$ cat src/source/aesMathPkg.sv
package aesMathPkg;

  typedef logic [7:0] aesByteT;
  typedef aesByteT [3:0] aesWordT;     // One column, row r in byte r
  typedef aesWordT [3:0] aesStateT;    // Column-major, st[c][r] is block byte 4c+r
  typedef logic [127:0] aesBlockT;

  // ##############################
  // Substitution table
  // ##############################

  // Row is the high nibble, the first byte of each literal is low nibble 0
  localparam logic [0:15][0:15][7:0] sBoxTable = {
    128'h637c777b_f26b6fc5_3001672b_fed7ab76,
    128'hca82c97d_fa5947f0_add4a2af_9ca472c0,
    128'hb7fd9326_363ff7cc_34a5e5f1_71d83115,
    128'h04c723c3_1896059a_071280e2_eb27b275,
    128'h09832c1a_1b6e5aa0_523bd6b3_29e32f84,
    128'h53d100ed_20fcb15b_6acbbe39_4a4c58cf,
    128'hd0efaafb_434d3385_45f9027f_503c9fa8,
    128'h51a3408f_929d38f5_bcb6da21_10fff3d2,
    128'hcd0c13ec_5f974417_c4a77e3d_645d1973,
    128'h60814fdc_222a9088_46eeb814_de5e0bdb,
    128'he0323a0a_4906245c_c2d3ac62_9195e479,
    128'he7c8376d_8dd54ea9_6c56f4ea_657aae08,
    128'hba78252e_1ca6b4c6_e8dd741f_4bbd8b8a,
    128'h703eb566_4803f60e_613557b9_86c11d9e,
    128'he1f89811_69d98e94_9b1e87e9_ce5528df,
    128'h8ca1890d_bfe64268_41992d0f_b054bb16
  };

  function automatic aesByteT sBox(input aesByteT x);
    return sBoxTable[x[7:4]][x[3:0]];
  endfunction

  // ##############################
  // GF(2^8) arithmetic
  // ##############################

  function automatic aesByteT xTime(input aesByteT x);
    aesByteT shifted;
    shifted = {x[6:0], 1'b0};
    return x[7] ? (shifted ^ 8'h1b) : shifted;    // Reduce by x^8 + x^4 + x^3 + x + 1
  endfunction

  // Multiplies one column by the fixed MixColumns matrix
  function automatic aesWordT mixColumn(input aesWordT a);
    aesWordT twice;
    aesWordT thrice;
    aesWordT b;
    for (int r = 0; r < 4; r++) begin
      twice[r] = xTime(a[r]);
      thrice[r] = twice[r] ^ a[r];
    end
    b[0] = twice[0] ^ thrice[1] ^ a[2] ^ a[3];
    b[1] = a[0] ^ twice[1] ^ thrice[2] ^ a[3];
    b[2] = a[0] ^ a[1] ^ twice[2] ^ thrice[3];
    b[3] = thrice[0] ^ a[1] ^ a[2] ^ twice[3];
    return b;
  endfunction

endpackage

$ cat src/source/ctrModePkg.sv
package ctrModePkg;

  // Counter in the low half of the block, IV in the high half
  typedef struct packed {
    logic [63:0] nonce;
    logic [63:0] blockCount;
  } ctrBlockT;

  localparam logic [63:0] ivResetValue = 64'habac1597df017863;
  localparam logic [63:0] ivXorMask = 64'ha0a0b0b0c1c1d2d2;
  localparam logic [63:0] ivAndMask = 64'hfff0fff0fff0ff0f;

  typedef enum logic [2:0] {
    seqIdle,
    seqLoad,
    seqKeyStep,
    seqRound,
    seqOutput
  } seqStateT;

  typedef struct packed {
    logic load;       // Load key and first key add
    logic keyStep;    // Advance round key
    logic roundOp;    // Apply one cipher round
    logic skipMix;    // Final round has no MixColumns
  } cipherCtlT;

  typedef struct packed {
    logic [7:0] rcon;
    logic       lastRound;
  } roundInfoT;

endpackage

$ cat src/source/roundCounter.sv
`timescale 1ns/1ps

module roundCounter import aesMathPkg::*, ctrModePkg::*; #(
  parameter int numRounds = 10
) (
  input  logic      clk,
  input  logic      rst,
  input  logic      en,
  input  logic      roundClear,
  input  logic      roundAdvance,
  output roundInfoT roundInfo
);

  localparam int countWidth = $clog2(numRounds + 1);

  logic [countWidth-1:0] roundNum;
  aesByteT rcon;

  always_ff @(posedge clk) begin
    if (rst) begin
      roundNum <= countWidth'(1);
      rcon <= 8'h01;
    end else if (en) begin
      if (roundClear) begin
        roundNum <= countWidth'(1);
        rcon <= 8'h01;
      end else if (roundAdvance) begin
        roundNum <= roundNum + 1'b1;
        rcon <= xTime(rcon);    // 80 wraps to 1b then 36
      end
    end
  end

  assign roundInfo.rcon = rcon;
  assign roundInfo.lastRound = (roundNum == countWidth'(numRounds));

  // Relies on the sequencer holding off the advance in the last round
  assert property (@(posedge clk) disable iff (rst)
    roundNum >= countWidth'(1) && roundNum <= countWidth'(numRounds));

endmodule

$ cat config.mk
export PLATFORM = sky130hd
export DESIGN_NAME = roundCounter
export DESIGN_NICKNAME = d
export VERILOG_FILES = /design/src/source/aesMathPkg.sv /design/src/source/ctrModePkg.sv /design/src/source/roundCounter.sv
export SDC_FILE = /design/constraint.sdc
export NUM_CORES = 1
export LEC_CHECK = 0
export ABC_AREA = 1
export BUFFER_PORTS_ARGS = -buffer_cell sky130_fd_sc_hd__buf_2
export CORE_AREA = 2 2 39 41
export DETAILED_ROUTE_END_ITERATION = 16
export DIE_AREA = 0 0 41 43
export GPL_TIMING_DRIVEN = 0
export PLACE_DENSITY = 0.65
export SYNTH_ARGS = -nofsm -noshare
export SYNTH_HDL_FRONTEND = slang
export SYNTH_SLANG_ARGS = --single-unit
$ cat constraint.sdc
create_clock -name clk -period 1.3 [get_ports clk]
set_input_delay 0.065 -clock clk [delete_from_list [all_inputs] [get_ports clk]]
set_output_delay 0.065 -clock clk [all_outputs]
set_load 0.02 [all_outputs]
==> Word-level counts from Yosys, hierarchy flattened <==
Cells that the tools add are included.
{ "word_totals": {"register_bits": 12, "in_bits": 5, "output_inout_bits": 9, "wordCells": 12} }
{ "op_classes": {"n_mux": 5, "bitwise": 1, "eq_ne": 1, "n_reduce_logical": 2, "n_addsub": 1} }
{ "ops": {"columns": ["cell", "n"], "rows": [
  ["$mux W8", 2],
  ["$mux W4", 2],
  ["$mux W5", 1],
  ["$add A4 B1 Y4 const B", 1],
  ["$eq A4 B4 Y1 const B", 1],
  ["$not A4 Y4", 1],
  ["$reduce_and A2 Y1", 1],
  ["$reduce_bool A2 Y1", 1]
]} }

==> Depth between registers and ports, before layout <==
{ "logic_depth": {"ltp_word": 4, "depth_mapped": 6, "mapped_depth_nobuf": 6} }

==> Least setup slack after synthesis <==
OpenSTA, ideal clock, no wires.
{ "synth_timing": {"path_type": "register -> register", "start": "register roundNum[0]", "end": "register roundNum[1]", "required_time_ps": 1242, "period_less_slack_ps": 963, "arrival_ps": 905, "stages_incl_launch_ff": 5, "path_buffers": 0, "path_slack_ps": 337, "path_cell_list": "dfxtp_1 > inv_1 > ha_1 > a21oi_1 > o21a_1"} }
{ "synth_via": {"elab_chain_len": 3} }
{ "synth_lines": {"columns": ["item", "line", "text"], "rows": [
  ["start: declaration", "roundCounter.sv:16", "logic [countWidth-1:0] roundNum;"],
  ["start signal: assignment", "roundCounter.sv:21", "roundNum <= countWidth'(1);"],
  ["start signal: assignment", "roundCounter.sv:25", "roundNum <= countWidth'(1);"],
  ["start signal: assignment", "roundCounter.sv:28", "roundNum <= roundNum + 1'b1;"],
  ["$add A4 B1 Y4", "roundCounter.sv:28", null],
  ["$mux W4", "roundCounter.sv:27", "end else if (roundAdvance) begin"],
  ["$mux W4", "roundCounter.sv:24", "if (roundClear) begin"]
]} }
Every way passes these cells. The select of a mux whose other input is x is not followed.
A chain may end at the register's enable or synchronous reset.

==> results.md <==
* Cell Area, Synth at 558 um^2
* Core area at 0.00138 mm^2
* Post-layout instance area at 676 um^2
* Cells after Synth at 78
* Vias in the first global route at 418
* TritonCTS Buffers at 3
* Via/cell ratio at 4.53
* Hold Crit Class: in -> reg
* Worst skew pair latency at 0.27 ns
* Drt wl/cell at 8.85 um
* Setup CP Type: reg -> out
* Synthesis Warnings at 0
* Effective utilization at floorplan at 0.403
* Hold depth at 4
* CTS tree: built
* Total gr overflow at 0
* GP Congestion at 0.700
* N_diodes at 0
* Final ANT Viol Nets at 0
* WL final at 982 um
* DIE HEIGHT at 43 um
* Crit path max fanout at 3
* Period minus WS final at 1.21 ns
* Initial antenna violation count at 0
* Gr usage total at 0.135
* Synth top area cells: dfxtp_1 43%, nand2_1 11%, nor2_1 8.7%
* Area of the multi-input gates at 259 um^2
* Outcome: finished clean
* Final #Nets at 104
* R2R Setup Slk at 0.29 ns
* Share of cells above drive strength 1 at 0.232
* R2R Path Start: roundNum[0]
* Final Setup Violations at 0
* DRT iter0 DRCs at 7
* Worst VDD drop at 0.697 mV
* Worst EP required at 1.24 ns
* Synth Area per Inst at 7.15 um^2
* Crit path max-delay cell type: dfxtp_1
* Cell Chain, Critical Path: inv_1 > ha_1 > nand2_1 > nor2_1 > buf_2
* Dpl ws at 0.292 ns
* Commonest non-fill, non-tap cell in the layout: nand2_1
* First-pass GRT wire length at 1590 um
* Setup ws final at 0.0923 ns
* Placed cell area at 643 um^2
* Port bufs at 13
* Fin util at 0.488
* Clock Sinks at 12
* H-tree Lvls at 1
* Worst path max stage delay at 0.35 ns
* Slew Limit Fails at 0
* Tcrit/Tclk final at 0.929
* Crit Reg-Reg Endpoint: roundNum[1]
* Filler cells at 141
* DRC at 0
* Num rows at 14
* Chip Width at 41 um
* Area Overhead vs Synth at 21.1%
* Unique masters post-synth at 14
* Synth area leader: dfxtp_1
* RSZ-0062 raised after global routing: no
* Worst Setup EP: roundInfo[0]
* Die Area at 0.00176 mm^2
* CP endpoint kind: primary output
* MaxCap Viol Count at 0
* Syn Nets at 85
* Top-area cell type share of the netlist area at 0.430
* FF+latch count, synth at 12
* Post-Route Setup TNS at 0 ns
* Fmax at 0.828 GHz
* Worst Max-Slew Pin Slew at 0.198 ns
* Seq/Total Area, Yosys at 0.430
* Total iterations of the first detailed-routing run at 4
* R2r worst-path depth at 4
* Leakage at 0.362 nW
* Pwr Density at 1130 mW/mm^2
* Kind of start point of the critical path: flip-flop
* Setup bufs post-CTS at 0
* Final hold vios at 0
* CP arrival at 1.14 ns
* Vias at 503
* Root buffer cell: clkbuf_4
* Maximum clock insertion buffer count at 2
* Register Area at 240 um^2
* # IOs at 14
* Worst setup path start: roundNum[0]
* Most frequent cells in the layout: 16 x nand2_1, 13 x nor2_1, 13 x buf_2
* Register clock-pin slew on the reported worst setup and hold paths at 0.07 ns
* Largest net degree at the start of global routing at 11
* Slew headroom at 0.868
* DP HPWL at 772 um
* Setup Skew at 0.00278 ns
==> Yosys cell counts, drive strengths merged <==
master	number
o21ai	6
a21oi	8
ha	2
o21a	1
dfxtp	12
nor2	13
nand2	19
nand3	2
buf	1
o21bai	2
inv	12
==> through the flow <==
stage               std cells  hold slack, ns  power [mW]
floorplan                  78           0.127       0.510
global placement          107           0.277       0.551
detailed placement        107           0.276       0.552
CTS                       111          0.0879       0.774
global route              111           0.101       0.804
finish                    111          0.0940       0.765
==> sequential cells by signal (all words and copies together), names as in the netlist <==
name / count
roundNum: 4
rcon: 8
==> area by class of cell <==
cell class | count | area share
inverters | 12 | 0.0704
plain buffers | 1 | 0.0167
clock buffers | 3 | 0.0333
well taps | 16 | 0.0296
flip-flops and latches | 12 | 0.356
multi-input cells | 53 | 0.383
repair buffers | 14 | 0.111
==> worst min path at each step <==
stage / startpoint / to / slack [ns]
final: roundClear / rcon[4] / 0.09
after global routing: roundClear / rcon[4] / 0.10
after CTS: roundClear / rcon[4] / 0.09
after detailed placement: rst / rcon[4] / 0.28
after global placement: rst / rcon[4] / 0.28
after floorplan: rst / rcon[4] / 0.13
==> logic make-up after synthesis <==
kind of cell             share of synthesized area
buffers and inverters                        0.105
flip-flops                                   0.430
AO/OA/AOI/OAI                                0.173
adder cells (fa/ha/maj)                     0.0448
AND/OR/NAND/NOR                              0.247
==> power breakdown <==
part	total (mW)	internal, mW	switching (mW)
clock	0.221	0.107	0.114
sequential	0.410	0.391	0.0181
combinational	0.135	0.0512	0.0837
==> per-layer routing <==
layer	GRT usage	wire length, um
met3	0.0314	53
met4	0.0800	17
met1	0.164	450
met2	0.206	461
met5	0	0
==> worst max-delay path: cells and delay by family, from the launching register on <==
family / cells / cell delay (ns)
buffers and inverters: 2 / 0.23
and+or+nand+nor: 2 / 0.09
adders and majority gates: 1 / 0.20
DFF: 1 / 0.35
==> timing repair <==
action                                 4_1_cts  5_1_grt
gates resized for setup                      0        0
endpoints found under the hold margin        1        0
hold buffers                                 1        0
Power figures use the tool's default switching activity.
