==> config.mk <==
export PLATFORM = sky130hd
export DESIGN_NAME = nonceCounter
export DESIGN_NICKNAME = d
export VERILOG_FILES = /design/src/source/ctrModePkg.sv /design/src/source/nonceCounter.sv
export SDC_FILE = /design/constraint.sdc
export NUM_CORES = 1
export LEC_CHECK = 0
export BUFFER_PORTS_ARGS = -buffer_cell sky130_fd_sc_hd__buf_4
export CAP_MARGIN = 20
export CORE_MARGIN = 2
export CORE_UTILIZATION = 44
export DETAILED_ROUTE_END_ITERATION = 8
export PLACE_DENSITY = 0.76
export SLEW_MARGIN = 20
export SYNTH_ARGS = -nofsm -noshare
export SYNTH_HDL_FRONTEND = slang
export SYNTH_SLANG_ARGS = --single-unit
==> constraint.sdc <==
create_clock -name clk -period 2.5 [get_ports clk]
set_input_delay 0.5 -clock clk [delete_from_list [all_inputs] [get_ports clk]]
set_output_delay 0.5 -clock clk [all_outputs]
set_load 0.02 [all_outputs]
==> src/source/ctrModePkg.sv <==
package ctrModePkg;

  // Counter in the low half of the block, IV in the high half
  typedef struct packed {
    logic [63:0] nonce;
    logic [63:0] blockCount;
  } ctrBlockT;

  localparam logic [63:0] ivResetValue = 64'habac1597df017863;
  localparam logic [63:0] ivXorMask = 64'ha0a0b0b0c1c1d2d2;
  localparam logic [63:0] ivAndMask = 64'hfff0fff0fff0ff0f;

  typedef enum logic [2:0] {
    seqIdle,
    seqLoad,
    seqKeyStep,
    seqRound,
    seqOutput
  } seqStateT;

  typedef struct packed {
    logic load;       // Load key and first key add
    logic keyStep;    // Advance round key
    logic roundOp;    // Apply one cipher round
    logic skipMix;    // Final round has no MixColumns
  } cipherCtlT;

  typedef struct packed {
    logic [7:0] rcon;
    logic       lastRound;
  } roundInfoT;

endpackage

==> src/source/nonceCounter.sv <==
`timescale 1ns/1ps

module nonceCounter import ctrModePkg::*; (
  input  logic     clk,
  input  logic     rst,
  input  logic     en,
  input  logic     start,
  input  logic     finish,
  input  logic     idle,
  output ctrBlockT ctrBlock
);

  logic [63:0] iv;
  logic [63:0] count;
  logic        prepared;    // A new IV was derived by a lone finish
  logic [63:0] derivedIv;

  assign derivedIv = (iv ^ ivXorMask) & ivAndMask;

  // ##############################
  // Idle rules
  // ##############################

  always_ff @(posedge clk) begin
    if (rst) begin
      iv <= ivResetValue;
      count <= '0;
      prepared <= 1'b0;
    end else if (en && idle) begin
      case ({finish, start})
        2'b10: begin
          if (!prepared) begin
            iv <= derivedIv;
            count <= '0;
            prepared <= 1'b1;
          end
        end
        2'b11: begin
          if (prepared) begin    // IV already fresh so only step the count
            count <= count + 1'b1;
            prepared <= 1'b0;
          end else begin
            iv <= derivedIv;
            count <= 64'd1;
          end
        end
        2'b01: begin
          count <= count + 1'b1;
          prepared <= 1'b0;
        end
        default: prepared <= 1'b0;
      endcase
    end
  end

  assign ctrBlock.nonce = iv;
  assign ctrBlock.blockCount = count;

endmodule

======== Yosys cells after proc, flatten, opt, wreduce, memory -nomap -nowiden ========
Index checks and enable logic that the tools add are counted.
word-level totals
  input bits .............................. 6
  output and inout bits ................... 128
  flip-flop bits (word level) ............. 93
  word-level logic and storage cells ...... 19
cells by class
  mux-type cells .......................... 4
  $add $sub $neg .......................... 1
  bitwise operators ....................... 2
  equality and inequality tests ........... 4
  reductions and logical operators ........ 5
operator list
  operator               count
  $pmux 64 s3            1
  $mux 64                2
  $add 64x1->64 const B  1
  $not 24->24            1
  $reduce_and 3->1       2
  $eq 2x2->1 const B     2
  $reduce_bool 3->1      1
  $eq 2x1->1 const B     1
  $ne 2x2->1 const B     1
  $reduce_or 2->1        1
  $logic_and 1x1->1      1
  $mux 1                 1
  $not 1->1              1

======== Logic depth before layout (Yosys ltp) ========
Gate-level depths: netlist of run 1.
  depth after elaboration ................. 3
  depth in mapped cells ................... 7

======== Worst setup path before layout of run 1 ========
OpenSTA, ideal clock, no wires.
  path type ............................... flip-flop to flip-flop
  from .................................... register count[0]
  to ...................................... register count[50]
  setup slack ............................. 0.218 ns
  buffers on the path ..................... 0
  arrival ................................. 2.211 ns
  cell stages (with the launch flop) ...... 7
  clock period less this slack ............ 2.282 ns
  cells stage by stage .................... dfxtp_1 ha_1 nand4_1 a2111oi_4 nand4_4 or4_1 a21oi_1
on the way
  word-level cells in the longest chain between the ends .. 3
ends and longest elaborated chain
  item                    RTL line                                text
  from (decl)             nonceCounter.sv:14                      logic [63:0] count;
  from (signal assigned)  nonceCounter.sv:40                      count <= count + 1'b1;
  from (signal assigned)  nonceCounter.sv:48                      count <= count + 1'b1;
  $add 64x1->64 *         nonceCounter.sv:40, nonceCounter.sv:48
  $mux 64                 nonceCounter.sv:39                      if (prepared) begin
  $pmux 64 s3 *           nonceCounter.sv:30                      case ({finish, start})
Every way passes the cells marked *; elsewhere a longest branch is shown, timed or not.
A chain may end at the register's enable or synchronous reset.

======== Final worst setup path of run 1 ========
Same ends and word-level chain as after synthesis.

==> flow_summary.yaml, run 1 <==
timing:
  max_freq_ghz: 0.431
  hold_viol: 0
  drv_slew: 0
  setup_viol: 0
  timing.final.crit_share_pct: 92.8
  fin_crit_ns: 2.32
  rsz0062_at_grt: "no"
  finClkSkew_ns: 0.0121
  setup_tns_ns: 0
  tightest_slew_ns: 0.557
  slew_headroom_pct: 62.9
synth:
  synth_edf_count: 0
  netlist_top_cells_area: "dfxtp_1 40%, buf_4 7.7%, xor2_1 6.7%, nand4_1 3.9%, nor2_1 3.8%"
  synth_top_family_by_area: "simple AND/OR/NAND/NOR gates"
  syn_inst: 507
  ys.flop_type: "dfxtp_1"
  yosysTopAreaCellShare_pct: 40.0
  synthXorXnorAreaFrac_pct: 9.17
  synth_compound_area_share_pct: 10.9
  synth-seq-cells: 86
  synth_top_area_cell: "dfxtp_1"
  syn_avg_cell_area_um2: 8.48
  ys_seq_area_share_pct: 40.0
  netlist_area_mm2: 0.00430
  synth_cell_types: 43
  async_reset_ff_share_pct: 0
  synthAdderAreaFrac_pct: 0.291
  synthMuxAreaShare_pct: 0.466
  synth_simple_gate_area_share_pct: 28.4
  yosysWarnings: 0
place:
  io_buffer_count: 97
  hpwl_um: 7560
  place_inst: 728
  place_congestion: 0.887
worst_setup_path:
  required_ns: 2.78
  cp.arrival_ns: 2.60
  slowest_stage: "or4_1"
  cp-end-kind: "register"
  critPathKind: "register to register"
  crit_chain: "ha_1 -> nand4_1 -> a2111oi_4 -> nand4_4 -> or4_1 -> a21oi_1"
  slowest_delay_ns: 0.57
  worstPathMaxFanout: 18
  worst_setup_path_start_kind: "register"
  reg2reg_slack_ns: 0.18
routing:
  post_drt_wl_per_cell_um: 14.0
  post-route-drc-count: 0
  dr.pass1.iters: 5
  via_count: 3948
  ant_nets: 0
  avgViaCountPerCell: 5.31
  wirelength_um: 10400
  drt_iter0_drc: 263
clocking:
  cts_root_buf: "clkbuf_8"
  cts_tree: "done"
  insertion_delay_ns: 0.36
  cts_hold_buf: 0
  cts_setup_buffers: 0
  cts.clk_slew.worst_paths_ns: 0.09
  clockBufferDepth: 2
  cts_sinks: 86
  htree_levels: 3
  cts_buffers: 9
  cts_resized: 0
grt:
  grt_pass1_wl_um: 16600
  grt_overflow: 0
  antenna_found_initial: 0
  grt_util_all_layers_pct: 19.6
  grt_max_degree: 32
  grt_pass1_vias: 3464
power:
  swShare_pct: 25.6
  p_per_area_mw_per_mm2: 517
  pwr-share-seq_pct: 51.7
  power.internal_uw: 2030
  comb_power_share_pct: 8.3
  p_leak_uw: 0.00204
  pwr-share-clk_pct: 40.0
  p_sw_uw: 699
  vdd_drop_max_mv: 0.338
die:
  die_w_um: 103
  fp-row-count: 36
  core_area_mm2: 0.00964
  initial_utilization_pct: 44.6
  io_pins: 134
  die-area_mm2: 0.0106
  die_h_um: 103
final_layout:
  final_common_cell: "buf_4"
  instances_no_fill: 744
  mostFrequentLayoutCells: "116 x buf_4, 86 x dfxtp_1, 43 x nor2_1"
  nets: 613
  final_util_pct: 54.8
  final.fill_count: 885
  area_delta_synth_final_pct: 22.8
  n_antenna_cell: 0
  drive_gt1_share_pct: 23.4
outcome:
  status: "complete, no violations"
worst_hold_path:
  holdCritPathClass: "input pin to register"
job:
  drv_cap: 0
[cell type report]
cell class	instances	area [µm²]	share of cell area (%)
Clock buffer	9	124	2.35
Clock inverter	7	96.3	1.83
Inverter	12	45.0	0.853
Multi-Input combinational cell	381	2250	42.7
Sequential cell	86	1720	32.6
Tap cell	133	166	3.15
Timing Repair Buffer	116	871	16.5
[cell usage after synthesis, drive strengths merged (5+ instances only)]
library cell	count
dfxtp	86
buf	49
nor2	43
nand2	42
xor2	33
a21oi	30
nand4	28
nand3	25
o21ai	19
nand2b	17
or3	16
or4	16
clkbuf	13
inv	12
xnor2	12
nor4	10
nor3	9
o31ai	9
and3	7
o211ai	7
and2	5
[registers in the layout, summed over array words and instances, names as in the netlist]
name	flops
count	64
iv	21
prepared	1
[final timing paths]
path,startpoint,endpoint,cells past startpoint
worst max register to register,count[0],count[50],6
worst max-delay path,count[0],count[50],6
worst min register to register,count[51],count[51],2
worst min-delay path,start,count[0],3
[power by group through the flow]
stage | registers (µW) | clock network, µW | logic (µW)
floorplan | 1470 | 0 | 182
global placement | 1440 | 0 | 222
detailed placement | 1440 | 0 | 225
CTS | 1410 | 1110 | 226
global route | 1410 | 1170 | 248
finish | 1410 | 1090 | 226
[critical path, delay by kind of cell, from the launching register on]
kind | cells | cell delay, ns
adder cells (fa/ha/maj) | 1 | 0.26
flip-flops | 1 | 0.45
AO/OA/AOI/OAI | 2 | 0.48
AND/OR/NAND/NOR | 3 | 1.06
[cell families (layout without fill, tap and decap cells)]
family,Yosys count,after routing
DFF,86,86
adders and majority gates,1,1
other,2,36
buffers and inverters,74,144
and+or+nand+nor,222,222
AOI/OAI and AO/OA,75,75
muxes,2,2
xor gates and xnor gates,45,45
[layer usage]
metal  vias to the layer above  wire length (µm)  global-route usage, %
met5                         -                 0                      0
met4                         0               264                   9.31
met3                        23               690                   3.66
met2                       170              4960                   31.8
met1                      1848              4530                   25.4
li1                       1907                 -                      -
[metrics by stage]
step	cell area, µm²	power [µW]	setup WS, ns	hold slack (ns)
after floorplan	4430	1650	0.218	0.468
after global placement	5060	1660	0.221	0.464
after detailed placement	5060	1670	0.182	0.482
after CTS	5280	2750	0.185	0.415
after global routing	5280	2830	0.00124	0.435
final	5280	2730	0.181	0.424
(Power assumes the default switching activity.)
==> inputs of run 2 (changes only) <==
- REMOVE_ABC_BUFFERS: unset -> 1
==> flow_summary.yaml, run 2 (synthesis results as in run 1) <==
grt:
  grt_overflow: 0
  grt_max_degree: 39
  grt_util_all_layers_pct: 18.8
  grt_pass1_vias: 3478
  grt_pass1_wl_um: 16200
  antenna_found_initial: 0
final_layout:
  final_util_pct: 54.5
  area_delta_synth_final_pct: 22.1
  mostFrequentLayoutCells: "114 x buf_4, 86 x dfxtp_1, 43 x nor2_1"
  regMostFlops: "count"
  final_common_cell: "buf_4"
  nets: 611
  largest_register_ffs: 64
  drive_gt1_share_pct: 23.2
  n_antenna_cell: 0
  postLayoutCellArea_mm2: 0.00525
  final.fill_count: 904
  top_regs: "count (64), iv (21), prepared (1)"
routing:
  wirelength_um: 10200
  post-route-drc-count: 0
  dr.pass1.iters: 5
  post_drt_wl_per_cell_um: 13.8
  avgViaCountPerCell: 5.20
  drt_iter0_drc: 196
  via_count: 3857
  ant_nets: 0
place:
  hpwl_um: 7540
  placed_area_mm2: 0.00504
  io_buffer_count: 97
  place_congestion: 0.825
worst_setup_path:
  r2r_cells: 6
  worst_setup_path_start_kind: "register"
  worstPathMaxFanout: 18
  critPathLaunch: "count[0]"
  reg2reg_slack_ns: 0.17
  required_ns: 2.77
  rr_endpoint: "count[58]"
  cp-end-kind: "register"
  crit_chain: "ha_1 -> nand4_1 -> a2111oi_4 -> nand4_4 -> or4_1 -> a21oi_1"
  endpoint: "count[58]"
  slowest_stage: "or4_1"
  cp.arrival_ns: 2.60
  critPathKind: "register to register"
  slowest_delay_ns: 0.58
  reg2reg_from: "count[0]"
clocking:
  cts_root_buf: "clkbuf_8"
  cts_buffers: 9
  cts_resized: 0
  cts_setup_buffers: 0
  htree_levels: 3
  cts.clk_slew.worst_paths_ns: 0.09
  cts_tree: "done"
  insertion_delay_ns: 0.35
  clockBufferDepth: 2
  cts_sinks: 86
power:
  power.total_uw: 2640
  swShare_pct: 25.9
  p_leak_uw: 0.00202
  power.internal_uw: 1960
  p_per_area_mw_per_mm2: 503
  p_sw_uw: 684
  vdd_drop_max_mv: 0.288
  comb_power_share_pct: 8.6
  pwr-share-clk_pct: 38.0
  pwr-share-seq_pct: 53.4
die:
  initial_utilization_pct: 44.6
  die-area_mm2: 0.0106
  core_area_mm2: 0.00964
  die_h_um: 103
  fp-row-count: 36
  io_pins: 134
  die_w_um: 103
job:
  drv_cap: 0
timing:
  drv_slew: 0
  setup_viol: 0
  timing.final.crit_share_pct: 93.3
  rsz0062_at_grt: "no"
  finClkSkew_ns: 0.0142
  fin_crit_ns: 2.33
  tightest_slew_ns: 0.676
  max_freq_ghz: 0.429
  hold_viol: 0
  setup_tns_ns: 0
  fin_hold_ws_ns: 0.432
  slew_headroom_pct: 54.5
worst_hold_path:
  holdCritPathClass: "input pin to register"
outcome:
  status: "complete, no violations"
==> run 2: cell type report <==
cell class / count / area, µm² / share of cell area (%)
multi-input cells: 381 / 2250 / 42.9
flip-flops and latches: 86 / 1720 / 32.8
repair buffers: 114 / 856 / 16.3
well taps: 133 / 166 / 3.17
clock buffers: 10 / 138 / 2.62
clock inverters: 6 / 68.8 / 1.31
inverters: 12 / 45.0 / 0.858
==> run 2: per-layer routing <==
layer / vias up / track usage [%] / part of all wire (%)
met3: 11 / 4.27 / 5.6
met5: - / 0 / 0
li1: 1898 / - / -
met4: 0 / 4.66 / 1.4
met2: 128 / 30.7 / 48
met1: 1820 / 25.4 / 45
==> run 2: critical path: cells and delay by family, from the launching register on <==
family	cells	cell delay [ns]
and+or+nand+nor	3	1.02
AOI/OAI and AO/OA	2	0.50
DFF	1	0.45
adders and majority gates	1	0.28
==> run 2: worst min path at each step <==
stage                         start        end  cells after the start
after floorplan            prepared   prepared                      2
after detailed placement     iv[61]     iv[61]                      2
after global placement    count[49]  count[49]                      2
after CTS                     start   count[0]                      3
after global routing          start   count[0]                      3
final                         start   count[0]                      3
==> run 2: power groups by stage <==
stage | clock [µW] | combinational (µW) | sequential (µW)
final | 1000 | 227 | 1410
after global routing | 1080 | 248 | 1410
after CTS | 1030 | 227 | 1410
after detailed placement | 0 | 227 | 1440
after global placement | 0 | 222 | 1440
after floorplan | 0 | 111 | 1470
==> run 2: repair_timing <==
item / CTS / global route
setup endpoints to repair: 0 / 1
endpoints found under the hold margin: 0 / 0
hold buffers: 0 / 0
==> run 2: per-stage QoR <==
| step | setup slack, ns | instances |
|---|---|---|
| after global placement | 0.232 | 726 |
| after global routing | 0.0235 | 742 |
| after detailed placement | 0.160 | 726 |
| after CTS | 0.154 | 742 |
| final | 0.167 | 742 |
| after floorplan | -0.626 | 479 |
==> inputs of run 3 (changes only) <==
- ABC_AREA: unset -> 1
- PLACE_DENSITY: 0.76 -> 0.75
==> flow_summary.yaml, run 3 <==
routing:
  dr.pass1.iters: 5
  avgViaCountPerCell: 4.92
  drt_iter0_drc: 380
  ant_nets: 0
  via_count: 4880
  post-route-drc-count: 0
  post_drt_wl_per_cell_um: 13.4
  wirelength_um: 13300
synth:
  syn_avg_cell_area_um2: 6.43
  synthAdderAreaFrac_pct: 0.257
  yosysWarnings: 0
  yosysMostFrequentCell: "nand2_1"
  synthTopCellsByCount: "184 x nand2_1, 121 x nor2_1, 86 x dfxtp_1"
  synthMuxAreaShare_pct: 0
  synth_edf_count: 0
  ys_seq_area_share_pct: 35.3
  synth_cell_types: 37
  ys.flop_type: "dfxtp_1"
  netlist_area_mm2: 0.00487
  synth_top_family_by_area: "simple AND/OR/NAND/NOR gates"
  async_reset_ff_share_pct: 0
  yosysTopAreaCellShare_pct: 35.3
  synth_compound_area_share_pct: 11.8
  netlist_top_cells_area: "dfxtp_1 35%, nand2_1 14%, nor2_1 9.3%, buf_4 6.8%, a21oi_1 6.2%"
  synth_top_area_cell: "dfxtp_1"
  synth-seq-cells: 86
  synth_simple_gate_area_share_pct: 38.4
  syn_inst: 758
  synthXorXnorAreaFrac_pct: 0
worst_setup_path:
  slowest_delay_ns: 0.41
  cp.arrival_ns: 2.15
  slowest_stage: "dfxtp_1"
  crit_chain: "ha_1 -> nand2_1 -> nor2_2 -> nand2_2 -> nor2_4 -> nand2_1 -> nor3_1 -> nand3_1 -> nand2_1 -> nor2_1"
  cp-end-kind: "register"
  required_ns: 2.77
  worstPathMaxFanout: 4
  crit_top_cell: "nand2_1"
  worst_setup_path_start_kind: "register"
  reg2reg_slack_ns: 0.62
  critPathKind: "register to register"
final_layout:
  regMostFlops: "count"
  area_delta_synth_final_pct: 18.2
  mostFrequentLayoutCells: "184 x nand2_1, 121 x nor2_1, 98 x buf_4"
  final_common_cell: "nand2_1"
  postLayoutCellArea_mm2: 0.00576
  drive_gt1_share_pct: 19.5
  nets: 853
  n_antenna_cell: 0
  largest_register_ffs: 64
  top_regs: "count (64), iv (21), prepared (1)"
timing:
  timing.final.crit_share_pct: 75.3
  setup_tns_ns: 0
  drv_slew: 0
  setup_viol: 0
  hold_viol: 0
  finClkSkew_ns: 0.0116
  rsz0062_at_grt: "no"
  fin_hold_ws_ns: 0.432
  fin_crit_ns: 1.88
  max_freq_ghz: 0.531
grt:
  grt_pass1_vias: 4336
  antenna_found_initial: 0
  grt_overflow: 0
  grt_util_all_layers_pct: 23.0
  grt.met3_usage_pct: 5.50
  grt_max_degree: 43
  globalRouteMet2Util_pct: 37.0
  met1_usage_pct: 30.4
  grt_pass1_wl_um: 21300
  top_usage_layer: "met2"
power:
  p_leak_uw: 0.00230
  vdd_drop_max_mv: 0.374
  p_per_area_mw_per_mm2: 462
die:
  core_area_mm2: 0.0108
  io_pins: 134
  initial_utilization_pct: 45.0
  fp-row-count: 38
  die-area_mm2: 0.0119
  die_h_um: 109
  die_w_um: 109
place:
  placed_area_mm2: 0.00556
  place_congestion: 0.945
  hpwl_um: 10200
  io_buffer_count: 97
clocking:
  htree_levels: 3
  insertion_delay_ns: 0.37
  cts_resized: 0
  clockBufferDepth: 2
  cts_tree: "done"
  cts.clk_slew.worst_paths_ns: 0.09
  cts_setup_buffers: 0
  cts_hold_buf: 0
  cts_sinks: 86
  cts_root_buf: "clkbuf_8"
  cts_buffers: 9
worst_hold_path:
  holdCritPathClass: "input pin to register"
outcome:
  status: "complete, no violations"
job:
  drv_cap: 0
==> run 3: logic make-up (layout without fill, tap and decap cells) <==
group           after synthesis  in the layout
compound gates              111            111
fa+ha+maj                     1              1
buf+inv                     137            196
flops                        86             86
other cells                   2             36
simple gates                421            421
==> run 3: worst max-delay path, delay by kind of cell, from the launching register on <==
kind	cells	cell delay [ns]
DFF	1	0.41
and+or+nand+nor	9	1.16
adders and majority gates	1	0.22
==> run 3: path summary, 6_finish.rpt <==
check           start         to  depth (start not counted)
max reg2reg  count[1]  count[60]                         10
min reg2reg    iv[22]     iv[22]                          2
max          count[1]  count[60]                         10
min             start   prepared                          3
==> run 3: layer usage <==
metal,wire length (µm),vias to the layer above
met4,305,0
met2,6050,219
met1,5700,2114
met5,0,-
li1,-,2519
met3,1210,28
==> run 3: report_power, final <==
| part | internal (µW) | total, µW | leakage, µW | switching (µW) |
|---|---|---|---|---|
| registers | 1390 | 1400 | 0.000696 | 15.1 |
| clock network | 474 | 1030 | 0.000100 | 558 |
| logic | 64.0 | 223 | 0.00151 | 159 |
| total | 1930 | 2660 | 0.00230 | 733 |
==> run 3: area by class of cell <==
| type | instances | area (µm²) |
|---|---|---|
| Fill cell | 1121 | 5080 |
| Timing Repair Buffer | 99 | 756 |
| Tap cell | 140 | 175 |
| Inverter | 81 | 304 |
| Multi-Input combinational cell | 569 | 2600 |
| Clock buffer | 9 | 124 |
| Sequential cell | 86 | 1720 |
| Clock inverter | 7 | 81.3 |
==> run 3: metrics by stage <==
step | std cells | worst slack (ns) | utilization (%) | total power, µW
2_1_floorplan | 736 | 0.0841 | - | 1580
3_5_place_dp | 975 | 0.522 | 51.3 | 1660
6_report | 991 | 0.617 | 53.2 | 2660
4_1_cts | 991 | 0.611 | 53.2 | 2690
3_3_place_gp | 975 | 0.547 | 51.3 | 1660
5_1_grt | 991 | 0.401 | 53.2 | 2760
