`src/source/ctrModePkg.sv`:
```
package ctrModePkg;

  // Counter in the low half of the block, IV in the high half
  typedef struct packed {
    logic [63:0] nonce;
    logic [63:0] blockCount;
  } ctrBlockT;

  localparam logic [63:0] ivResetValue = 64'habac1597df017863;
  localparam logic [63:0] ivXorMask = 64'ha0a0b0b0c1c1d2d2;
  localparam logic [63:0] ivAndMask = 64'hfff0fff0fff0ff0f;

  typedef enum logic [2:0] {
    seqIdle,
    seqLoad,
    seqKeyStep,
    seqRound,
    seqOutput
  } seqStateT;

  typedef struct packed {
    logic load;       // Load key and first key add
    logic keyStep;    // Advance round key
    logic roundOp;    // Apply one cipher round
    logic skipMix;    // Final round has no MixColumns
  } cipherCtlT;

  typedef struct packed {
    logic [7:0] rcon;
    logic       lastRound;
  } roundInfoT;

endpackage

```
`src/source/ctrSequencer.sv`:
```
`timescale 1ns/1ps

module ctrSequencer import ctrModePkg::*; #(
  parameter int numRounds = 10
) (
  input  logic      clk,
  input  logic      rst,
  input  logic      en,
  input  logic      start,
  input  logic      lastRound,
  output cipherCtlT cipherCtl,
  output logic      roundClear,
  output logic      roundAdvance,
  output logic      idle,
  output logic      ready
);

  localparam int stepWidth = $clog2(2 * numRounds + 2);

  seqStateT state;
  seqStateT stateNext;
  logic [stepWidth-1:0] stepCount;    // Enabled cycles since leaving seqIdle

  // ##############################
  // State machine
  // ##############################

  always_comb begin
    stateNext = state;
    case (state)
      seqIdle:    if (start) stateNext = seqLoad;
      seqLoad:    stateNext = seqKeyStep;
      seqKeyStep: stateNext = seqRound;
      seqRound:   stateNext = lastRound ? seqOutput : seqKeyStep;
      seqOutput:  stateNext = seqIdle;
      default:    stateNext = seqIdle;
    endcase
  end

  always_ff @(posedge clk) begin
    if (rst) begin
      state <= seqIdle;
      ready <= 1'b0;
      stepCount <= '0;
    end else if (en) begin
      state <= stateNext;
      if (state == seqLoad) ready <= 1'b0;
      else if (state == seqOutput) ready <= 1'b1;
      stepCount <= (state == seqIdle) ? '0 : stepCount + 1'b1;
    end
  end

  assign idle = (state == seqIdle);
  assign cipherCtl.load = (state == seqLoad);
  assign cipherCtl.keyStep = (state == seqKeyStep);
  assign cipherCtl.roundOp = (state == seqRound);
  assign cipherCtl.skipMix = (state == seqRound) && lastRound;
  assign roundClear = (state == seqLoad);
  assign roundAdvance = (state == seqRound) && !lastRound;    // Count stops at the last round

  // ##############################
  // Checks
  // ##############################

  assert property (@(posedge clk) disable iff (rst)
    $rose(ready) |-> $past(state) == seqOutput);

  // The round counter must flag the last round after exactly numRounds key/round pairs
  assert property (@(posedge clk) disable iff (rst)
    (state == seqOutput) |-> stepCount == stepWidth'(2 * numRounds + 1));

endmodule

```
`config.mk`:
```
export PLATFORM = sky130hd
export DESIGN_NAME = ctrSequencer
export DESIGN_NICKNAME = d
export VERILOG_FILES = /design/src/source/ctrModePkg.sv /design/src/source/ctrSequencer.sv
export SDC_FILE = /design/constraint.sdc
export NUM_CORES = 1
export LEC_CHECK = 0
export ABC_AREA = 1
export BUFFER_PORTS_ARGS = -buffer_cell sky130_fd_sc_hd__buf_2
export CAP_MARGIN = 20
export CELL_PAD_IN_SITES_DETAIL_PLACEMENT = 1
export CELL_PAD_IN_SITES_GLOBAL_PLACEMENT = 1
export CORE_AREA = 4 4 41 43
export CTS_CLUSTER_SIZE = 16
export DETAILED_ROUTE_END_ITERATION = 12
export DIE_AREA = 0 0 45 47
export PLACE_DENSITY = 0.64
export SKIP_LAST_GASP = 1
export SYNTH_ARGS = -nofsm -noshare
export SYNTH_HDL_FRONTEND = slang
export SYNTH_SLANG_ARGS = --single-unit
```
`constraint.sdc`:
```
create_clock -name clk -period 2.6 [get_ports clk]
set_clock_uncertainty 0.1 [all_clocks]
set_input_delay 0.26 -clock clk [delete_from_list [all_inputs] [get_ports clk]]
set_output_delay 0.26 -clock clk [all_outputs]
set_load 0.05 [all_outputs]
```
Yosys cells after proc, flatten, opt, wreduce, memory -nomap -nowiden
Cells that the tools add are included.
{ "totals": {"reg_bits": 4, "inputBits": 5, "out_inout_bits": 8, "elab_cells": 19} }
{ "op_classes": {"eq_ne": 5, "mux": 5, "n_reduce_logical": 7} }
{ "ops": {"columns": ["op", "count"], "rows": [
  ["$pmux W3 S4", 1],
  ["$eq A3 B2 Y1 const B", 2],
  ["$mux W3", 2],
  ["$reduce_and A2 Y1", 2],
  ["$eq A3 B1 Y1 const B", 1],
  ["$eq A3 B3 Y1 const B", 1],
  ["$logic_not A3 Y1", 1],
  ["$logic_and A1 B1 Y1", 2],
  ["$mux W1", 2],
  ["$ne A2 B2 Y1 const B", 1],
  ["$reduce_bool A2 Y1", 1],
  ["$logic_not A1 Y1", 1]
]} }

Logic depth before layout (Yosys ltp)
Gate-level depths: netlist of the first run.
{ "depth": {"ltp_word": 3, "mapped_depth": 6} }

Worst setup path after synthesis of the first run
No wires, ideal clock.
{ "synth_timing": {"path_kind": "reg2out", "startpoint": "reg state[1]", "endpoint": "out cipherCtl[2] (netlist name)", "arrival_ns": 1.458, "required_ns": 2.240, "setup_slack_ns": 0.782, "path_stages_with_launch": 3, "path_buffers": 0, "cell_sequence": "dfxtp_1 > inv_2 > nor3_1"} }
{ "synth_lines": {"columns": ["element", "line", "source"], "rows": [
  ["start, declared", "ctrSequencer.sv:20", "seqStateT state;"],
  ["start signal, assigned", "ctrSequencer.sv:42", "state <= seqIdle;"],
  ["start signal, assigned", "ctrSequencer.sv:46", "state <= stateNext;"],
  ["end, declared", "ctrSequencer.sv:11", "output cipherCtlT cipherCtl,"]
]} }

==> impl_metrics.py, run 1 <==
metrics = {
    "route": {
        "wl_per_cell_microns": 9.543,
        "vias": 292,
        "drc": 0,
        "vias_per_cell": 4.171,
        "drt-initial-drc-count": 1,
        "wl_microns": 668,
        "route.antenna.remaining_nets": 0,
        "firstDrtPassIters": 2,
    },
    "timing": {
        "slew_headroom_pct": 82.51,
        "rsz0062_at_grt": "false",
        "min_period_over_period_pct": 61.66,
        "slew_violations": 0,
        "tightest_slew_ps": 262.0,
        "hold_viol_final": 0,
        "setup_tns_ps": 0,
        "fin_crit_ps": 1603,
        "clock.fmax_ghz": 0.6238,
        "finalSetupViolCount": 0,
    },
    "setup_path": {
        "cp.required_ps": 2240,
        "max_stage_delay_ps": 380,
        "path_max_fanout": 4,
        "criticalPathCategory": "reg2out",
        "critPathCaptureType": "output pin",
        "path_delay_family": "flip-flops",
        "crit_path_start_kind": "flop",
        "crit_chain": "inv_2 -> nor2_2 -> nand2_2 -> nor2_4 -> buf_2",
        "critPathArrivalTime_ps": 1240,
        "worst-path-stages": 5,
        "crit_slowest_cell": "dfxtp_1",
        "r2r_cells": 6,
        "worst-path-buf-inv": 2,
    },
    "finish": {
        "postLayoutCellArea_sq_um": 361.6,
        "antenna_cells": 0,
        "nets": 62,
        "drive_above_1_share_pct": 47.27,
        "stdcell_count": 70,
        "area_growth_pct": 35.05,
        "fill_cells": 184,
        "postLayoutCoreUtil_pct": 27.79,
    },
    "clocking": {
        "insertion_delay_ps": 240,
        "cts.root.buffer_cell": "clkbuf_4",
        "postCtsSetupRepairBufs": 0,
        "clk_pin_slew_ps": 40,
        "numCtsBuffers": 3,
        "cts.sinks": 4,
        "cts.repair.resized": 0,
        "htreeDepth": 1,
        "cts_tree": "built",
        "ctsHoldBuffers": 0,
        "cts_buffer_depth": 2,
    },
    "synthesis": {
        "postSynthAreaPerCell_sq_um": 6.531,
        "synth_warnings": 0,
        "synth_cell_types": 16,
        "syn_inst": 41,
        "seq_area_frac_synth_pct": 29.91,
        "synth_ff_type": "dfxtp_1",
        "ys_ff_latch": 4,
        "synthTopCellsByArea": "dfxtp_1 30%, inv_1 11%, nand2_1 7.0%, nand2_2 7.0%, a21oi_2 6.5%",
        "synth_top_area_share_pct": 29.91,
        "synth.largest_area_cell": "dfxtp_1",
        "synth_nets": 46,
        "yosysMostFrequentCell": "inv_1",
        "ys_async_sr_fraction_pct": 0,
        "netlist_top_cells_count": "8 x inv_1, 5 x nand2_1, 4 x dfxtp_1, 4 x nor2_1",
        "synth_edf_count": 0,
        "syn_area_sq_um": 267.8,
    },
    "hold_path": {
        "holdCritPathClass": "in2reg",
        "hold_depth": 2,
    },
    "global_routing": {
        "grt_max_degree": 7,
        "grt_pass1_vias": 252,
        "grt_pass1_wl_mm": 1.069,
        "gr-total-overflow": 0,
        "grt_antenna_before_repair": 0,
        "grt_usage_pct": 7.425,
    },
    "place": {
        "placed_area_sq_um": 339.1,
        "port_buffers": 12,
        "place_congestion": 0.6827,
        "hpwl_microns": 570,
        "placed_cells": 67,
    },
    "power_and_ir_drop": {
        "ir_worst_vdd_mv": 0.1520,
        "p_leak_nw": 0.2065,
        "power_density_nw_per_um2": 572.9,
        "power_uw": 207.1,
    },
    "floorplanning": {
        "die-area_sq_um": 2115,
        "core_sq_um": 1301,
        "dieHeight_microns": 47,
        "die_x_microns": 45,
        "start_util_pct": 20.58,
        "rows": 13,
        "io_pins": 13,
    },
    "run": {
        "cap_violations": 0,
    },
    "outcome": {
        "status": "finished clean",
    },
}
-- worst register-to-register path, cell delays in order (launching register included) --
cell and delay (ps):
dfxtp_1 350, nor2_1 220, nand3_2 110, nand2_2 110
inv_2 50, nand2_1 60, a21oi_2 50
-- state kept, by name, indices dropped and copies added, names as in the netlist --
signal / cells
state: 3
ready: 1
-- area by class of cell --
type	count	area, sq um	area share [%]
tap	15	18.77	5.190
multi-input combinational	25	138.9	38.41
sequential	4	80.08	22.15
timing repair buffer	12	60.06	16.61
clock buffer	3	22.52	6.228
inverter	11	41.29	11.42
-- layout by cell type, fill, tap and decap left out --
cell and count:
a21oi_2 2, a31oi_1 1, buf_2 12, clkbuf_4 3, dfxtp_1 4, inv_1 8
inv_2 3, nand2_1 5, nand2_2 3, nand3_1 2, nand3_2 1, nor2_1 4
nor2_2 1, nor2_4 1, nor3_1 2, o21ai_0 1, o21ai_1 2
-- routing by layer --
metal / wire length, microns / global-route usage, % / part of all wire (%)
met5: 0 / 0 / 0
met4: 0 / 7.018 / 0
met3: 54 / 2.682 / 8.1
met2: 285 / 9.322 / 43
met1: 328 / 9.545 / 49
-- power by group --
part	internal, mW	switching (mW)
Combinational	0.0156	0.0459
Sequential	0.0643	0.00374
Clock	0.0517	0.0259
-- cell families (layout without fill, tap and decap cells) --
group | after synthesis | after routing | share of synthesized area, %
AND/OR/NAND/NOR | 19 | 19 | 37.38
buffers and inverters | 12 | 26 | 18.23
AO/OA/AOI/OAI | 6 | 6 | 14.49
flip-flops | 4 | 4 | 29.91
-- stage by stage --
stage / hold slack [ps] / setup WS (ps)
final: 120.2 / 996.9
after global routing: 115.9 / 893.1
after CTS: 108.6 / 973.9
after detailed placement: 357.5 / 1235
after global placement: 359.7 / 1233
after floorplan: 222.4 / 782.3
-- path summary, 6_finish.rpt --
path / startpoint / end / slack (ps)
setup / recovery: state[1] / cipherCtl[0] / 1000
hold / removal: rst / state[1] / 120
setup reg to reg: state[0] / state[1] / 1450
hold reg to reg: ready / ready / 380
Power figures use the tool's default switching activity.
==> run 2, diff against run 1 <==
- ABC_AREA: 1 -> 0
- PLACE_DENSITY: 0.64 -> 0.61
- clock period: 2.6 -> 1.3 ns (I/O delays scaled with it)
==> run 2 against run 1 <==
  * The flow now finishes with violations (setup timing)
  * Non-clock buffer count increased by 6
  * Clock power increased by 97%
  * Critical path depth decreased by 2
  * Sequential power increased by 93%
  * Register-to-register slack got worse by 1300 ps
  * First-iteration DRC count unchanged
  * Largest power group unchanged
  * Setup slack got worse by 1000 ps
  * Worst hold slack got worse by 54 ps
==> impl_metrics.py, run 2 <==
metrics = {
    "global_routing": {
        "grt_pass1_wl_mm": 1.242,
        "grt_usage_pct": 8.538,
        "grt_antenna_before_repair": 0,
        "grt_max_degree": 10,
        "use_met1_pct": 10.02,
        "grt.busiest_layer": "met2",
        "grt_pass1_vias": 298,
        "grt_use_met2_pct": 12.71,
        "use_met3_pct": 3.831,
        "gr-total-overflow": 0,
    },
    "synthesis": {
        "synth_warnings": 0,
        "synth_cell_types": 19,
        "postSynthAreaPerCell_sq_um": 8.413,
        "syn_inst": 29,
        "synthTopCellsByArea": "dfxtp_1 33%, buf_6 9.2%, nor3_1 8.2%, nor2_1 4.6%, and4b_1 4.1%",
        "seq_area_frac_synth_pct": 32.82,
        "ys_async_sr_fraction_pct": 0,
        "synth.largest_area_cell": "dfxtp_1",
        "synth_nets": 34,
        "synth_edf_count": 0,
        "ys_ff_latch": 4,
        "synth_top_area_share_pct": 32.82,
        "syn_area_sq_um": 244.0,
        "synth_ff_type": "dfxtp_1",
        "netlist_top_cells_count": "4 x dfxtp_1, 4 x nor3_1, 3 x nor2_1",
    },
    "outcome": {
        "violations": "setup timing",
        "status": "finished with violations",
    },
    "route": {
        "route.antenna.remaining_nets": 0,
        "wl_per_cell_microns": 11.49,
        "vias": 276,
        "wl_microns": 701,
        "vias_per_cell": 4.525,
        "drt-initial-drc-count": 1,
        "drc": 0,
        "firstDrtPassIters": 2,
    },
    "timing": {
        "rsz0062_at_grt": "true",
        "slew_headroom_pct": 78.34,
        "hold-worst-slack_ps": 66.31,
        "layout_setup_ws_ps": -41.78,
        "finalSetupViolCount": 3,
        "min_period_over_period_pct": 103.2,
        "clock.fmax_ghz": 0.7453,
        "hold_viol_final": 0,
        "slew_violations": 0,
        "tightest_slew_ps": 316.6,
        "fin_crit_ps": 1342,
    },
    "setup_path": {
        "max_stage_delay_ps": 350,
        "critPathArrivalTime_ps": 1110,
        "critPathCaptureType": "output pin",
        "crit_slowest_cell": "dfxtp_4",
        "crit_chain": "buf_12 -> nor3b_4 -> buf_6",
        "cp.required_ps": 1070,
        "crit_path_start_kind": "flop",
        "path_max_fanout": 6,
        "criticalPathCategory": "reg2out",
    },
    "power_and_ir_drop": {
        "p_leak_nw": 0.1989,
        "power_density_nw_per_um2": 827.7,
        "ir_worst_vdd_mv": 0.3884,
        "power_uw": 388.4,
    },
    "floorplanning": {
        "core_sq_um": 1301,
        "rows": 13,
        "die-area_sq_um": 2115,
        "io_pins": 13,
        "die_x_microns": 45,
        "dieHeight_microns": 47,
        "start_util_pct": 18.75,
    },
    "finish": {
        "postLayoutCoreUtil_pct": 36.06,
        "drive_above_1_share_pct": 65.22,
        "max_flop_register": "state",
        "area_growth_pct": 92.31,
        "seq_area_sq_um": 91.34,
        "antenna_cells": 0,
        "nets": 53,
        "stdcell_count": 61,
        "layout_commonest_cell": "buf_6",
        "fill_cells": 159,
        "largest_reg_flops": 3,
        "final_cell_mix": "7 x buf_6, 5 x buf_2, 3 x clkbuf_4, 3 x buf_4, 3 x dfxtp_4",
        "multi_input_area_sq_um": 157.7,
        "reg_top3": "state: 3 flops, ready: 1 flops",
    },
    "clocking": {
        "insertion_delay_ps": 230,
        "numCtsBuffers": 3,
        "cts_tree": "built",
        "cts.sinks": 4,
        "htreeDepth": 1,
        "cts_buffer_depth": 2,
        "cts.root.buffer_cell": "clkbuf_4",
        "clk_pin_slew_ps": 40,
    },
    "place": {
        "place_congestion": 0.7794,
        "port_buffers": 12,
        "pre_cts_ws_ps": 27.49,
        "hpwl_microns": 528.5,
        "placed_cells": 55,
    },
    "run": {
        "cap_violations": 0,
    },
    "hold_path": {
        "holdCritPathClass": "in2reg",
    },
}
==> run 2: cell types whose count changed after synthesis, moves of 2 or more <==
cell / before / now
nor3_1: 2 / 4
nand3_1: 2 / 0
inv_1: 8 / 1
o21ai_1: 2 / 0
buf_6: 0 / 2
a21oi_2: 2 / 0
nand2_1: 5 / 2
nand2_2: 3 / 0
inv_2: 3 / 1
==> run 2: power breakdown <==
part           total, mW  switching (mW)  internal (mW)
sequential         0.131         0.00696          0.124
clock              0.153          0.0501          0.103
combinational      0.104          0.0594         0.0448
total              0.388           0.116          0.272
==> run 2: critical path, delay by kind of cell, from the launching register on <==
family | cells | cell delay [ps]
buffers and inverters | 2 | 320
AND/OR/NAND/NOR | 1 | 200
flip-flops | 1 | 350
==> run 2: stage by stage <==
| stage | setup TNS, ps | instance area [sq um] |
|---|---|---|
| after detailed placement | 0 | 350.3 |
| after global routing | -354.3 | 469.2 |
| after floorplan | -340.3 | 281.5 |
| after global placement | 0 | 350.3 |
| after CTS | -213.1 | 449.2 |
| final | -95.05 | 469.2 |
==> run 2: logic make-up (layout without fill, tap and decap cells) <==
| group | after synthesis | in the layout | share of synthesized area (%) |
|---|---|---|---|
| simple gates | 13 | 13 | 30.26 |
| buf+inv | 6 | 23 | 17.43 |
| compound gates | 5 | 5 | 15.39 |
| flops | 4 | 4 | 32.82 |
| mux | 1 | 1 | 4.103 |
==> run 2: layout make-up <==
class / instances / share of cell area (%)
repair buffers: 18 / 36.53
multi-input cells: 19 / 33.60
flip-flops and latches: 4 / 19.47
clock buffers: 3 / 4.800
well taps: 15 / 4.000
inverters: 2 / 1.600
==> run 2: final timing paths <==
check / to / start / slack [ps] / cells after the start
max: roundClear / state[2] / -40 / 3
max reg2reg: state[0] / state[0] / 110 / 2
min reg2reg: ready / ready / 400 / 2
min: state[1] / en / 70 / 2
==> run 2: layer usage <==
metal,share of wire [%],wire (microns)
met1,43,304
met2,49,342
met3,6.8,48
met4,0.71,5
met5,0,0
==> run 2: timing repair <==
item                                   in CTS  in global routing
setup endpoints to repair                   7                  7
resized for setup                          19                  5
setup buffers                               2                  0
endpoints found under the hold margin       3                  0
hold buffers                                1                  0
pin swaps                                   2                  1
==> run 3, diff against run 2 <==
- ABC_AREA: 0 -> 1
- PLACE_DENSITY: 0.61 -> 0.67
==> run 3 against run 2 <==
  * The run still ends with setup timing left
  * Routed wire length rose by 13%
  * Critical path type unchanged
  * First-iteration DRC count fell by 100%
  * Design area rose by 12%
  * Flip-flop and latch count did not move
  * Global-route usage rose by 0.78 points
==> impl_metrics.py, run 3 (synthesis results as in run 1) <==
metrics = {
    "finish": {
        "drive_above_1_share_pct": 64.52,
        "max_flop_register": "state",
        "multi_input_area_sq_um": 178.9,
        "stdcell_count": 77,
        "area_growth_pct": 96.26,
        "layout_commonest_cell": "inv_1",
        "final_cell_mix": "7 x inv_1, 5 x nand2_1, 5 x buf_2, 5 x buf_6, 5 x buf_4",
        "nets": 69,
        "seq_area_sq_um": 86.33,
        "fill_cells": 171,
        "reg_top3": "state: 3 flops, ready: 1 flops",
        "largest_reg_flops": 3,
        "antenna_cells": 0,
    },
    "timing": {
        "tightest_slew_ps": 247.7,
        "slew_violations": 0,
        "rsz0062_at_grt": "true",
        "clock.fmax_ghz": 0.7519,
        "layout_setup_ws_ps": -29.89,
        "min_period_over_period_pct": 102.3,
        "fin_crit_ps": 1330,
        "slew_headroom_pct": 83.60,
        "hold_viol_final": 0,
        "finalSetupViolCount": 4,
        "hold-worst-slack_ps": 111.3,
    },
    "setup_path": {
        "path_max_fanout": 6,
        "r2r_end": "state[1]",
        "critPathArrivalTime_ps": 1100,
        "worstReg2RegStart": "state[1]",
        "cp.required_ps": 1070,
        "critPathCaptureType": "output pin",
        "crit_path_start_kind": "flop",
        "setup.worst_path.end": "roundAdvance",
        "r2r_cells": 8,
        "criticalPathCategory": "reg2out",
        "critPathLaunch": "state[2]",
        "r2r_setup_slack_ps": 80,
    },
    "outcome": {
        "status": "finished with violations",
        "violations": "setup timing",
    },
    "route": {
        "route.antenna.remaining_nets": 0,
        "firstDrtPassIters": 1,
        "vias": 322,
        "drt-initial-drc-count": 0,
        "drc": 0,
        "wl_microns": 790,
        "wl_per_cell_microns": 10.26,
        "vias_per_cell": 4.182,
    },
    "global_routing": {
        "grt_max_degree": 7,
        "grt_pass1_wl_mm": 1.380,
        "grt_antenna_before_repair": 0,
        "gr-total-overflow": 0,
        "grt_usage_pct": 9.321,
        "grt_pass1_vias": 316,
    },
    "clocking": {
        "cts_tree": "built",
        "insertion_delay_ps": 240,
        "clk_pin_slew_ps": 40,
        "cts.root.buffer_cell": "clkbuf_4",
        "htreeDepth": 1,
        "numCtsBuffers": 3,
        "cts_buffer_depth": 2,
        "cts.sinks": 4,
    },
    "power_and_ir_drop": {
        "ir_worst_vdd_mv": 0.6604,
        "p_leak_nw": 0.2648,
        "power_density_nw_per_um2": 913.0,
    },
    "place": {
        "placed_cells": 68,
        "hpwl_microns": 579.3,
        "port_buffers": 12,
        "pre_cts_ws_ps": 52.37,
        "place_congestion": 0.7277,
    },
    "floorplanning": {
        "die_x_microns": 45,
        "start_util_pct": 20.58,
        "core_sq_um": 1301,
        "dieHeight_microns": 47,
        "die-area_sq_um": 2115,
        "rows": 13,
        "io_pins": 13,
    },
    "hold_path": {
        "holdCritPathClass": "in2reg",
        "hold_depth": 3,
    },
    "run": {
        "cap_violations": 0,
    },
}
run 3: cell type report:
type	instances	share of cell area, %
flip-flops and latches	4	16.43
clock buffers	3	4.286
inverters	11	8.571
well taps	15	3.571
multi-input cells	25	34.05
repair buffers	19	33.10
run 3: where the power goes:
part,internal (mW),switching [mW]
clock network,0.103,0.0544
registers,0.128,0.0101
logic,0.0766,0.108
total,0.308,0.172
run 3: worst min path at each step:
| stage | start | to | slack (ps) |
|---|---|---|---|
| after CTS | en | ready | 110 |
| after global placement | rst | state[2] | 230 |
| after floorplan | rst | state[2] | 90 |
| after detailed placement | rst | state[2] | 230 |
| after global routing | en | ready | 160 |
| final | en | ready | 110 |
run 3: timing repair:
item | CTS | global route
hold endpoints to repair | 2 | 0
setup buffers | 3 | 2
pin swaps | 2 | 3
setup endpoints to repair | 7 | 7
hold buffers | 1 | 0
resized for setup | 18 | 7
run 3: per-stage QoR:
step,cell area (sq um),utilization [%],power (mW),TNS (ps)
6_report,525.5,40.38,0.4798,-53.08
5_1_grt,525.5,40.38,0.5216,-481.5
4_1_cts,481.7,37.02,0.4718,-58.96
3_5_place_dp,369.1,28.37,0.2719,0
3_3_place_gp,369.1,28.37,0.2716,0
2_1_floorplan,297.8,-,0.2476,0
run 3: critical path: stages, from the launching register on:
cell	delay, ps
dfxtp_4	370
nor2_4	150
nand2_4	80
nor2_4	110
buf_6	160
run 3: layer usage:
metal,up-vias,share of wire (%),track usage (%),routed length [microns]
met1,145,37,10.68,296
met3,2,7.0,4.981,55
met4,0,1.0,3.509,8
met5,-,0,0,0
li1,167,-,-,-
met2,8,54,14.69,429
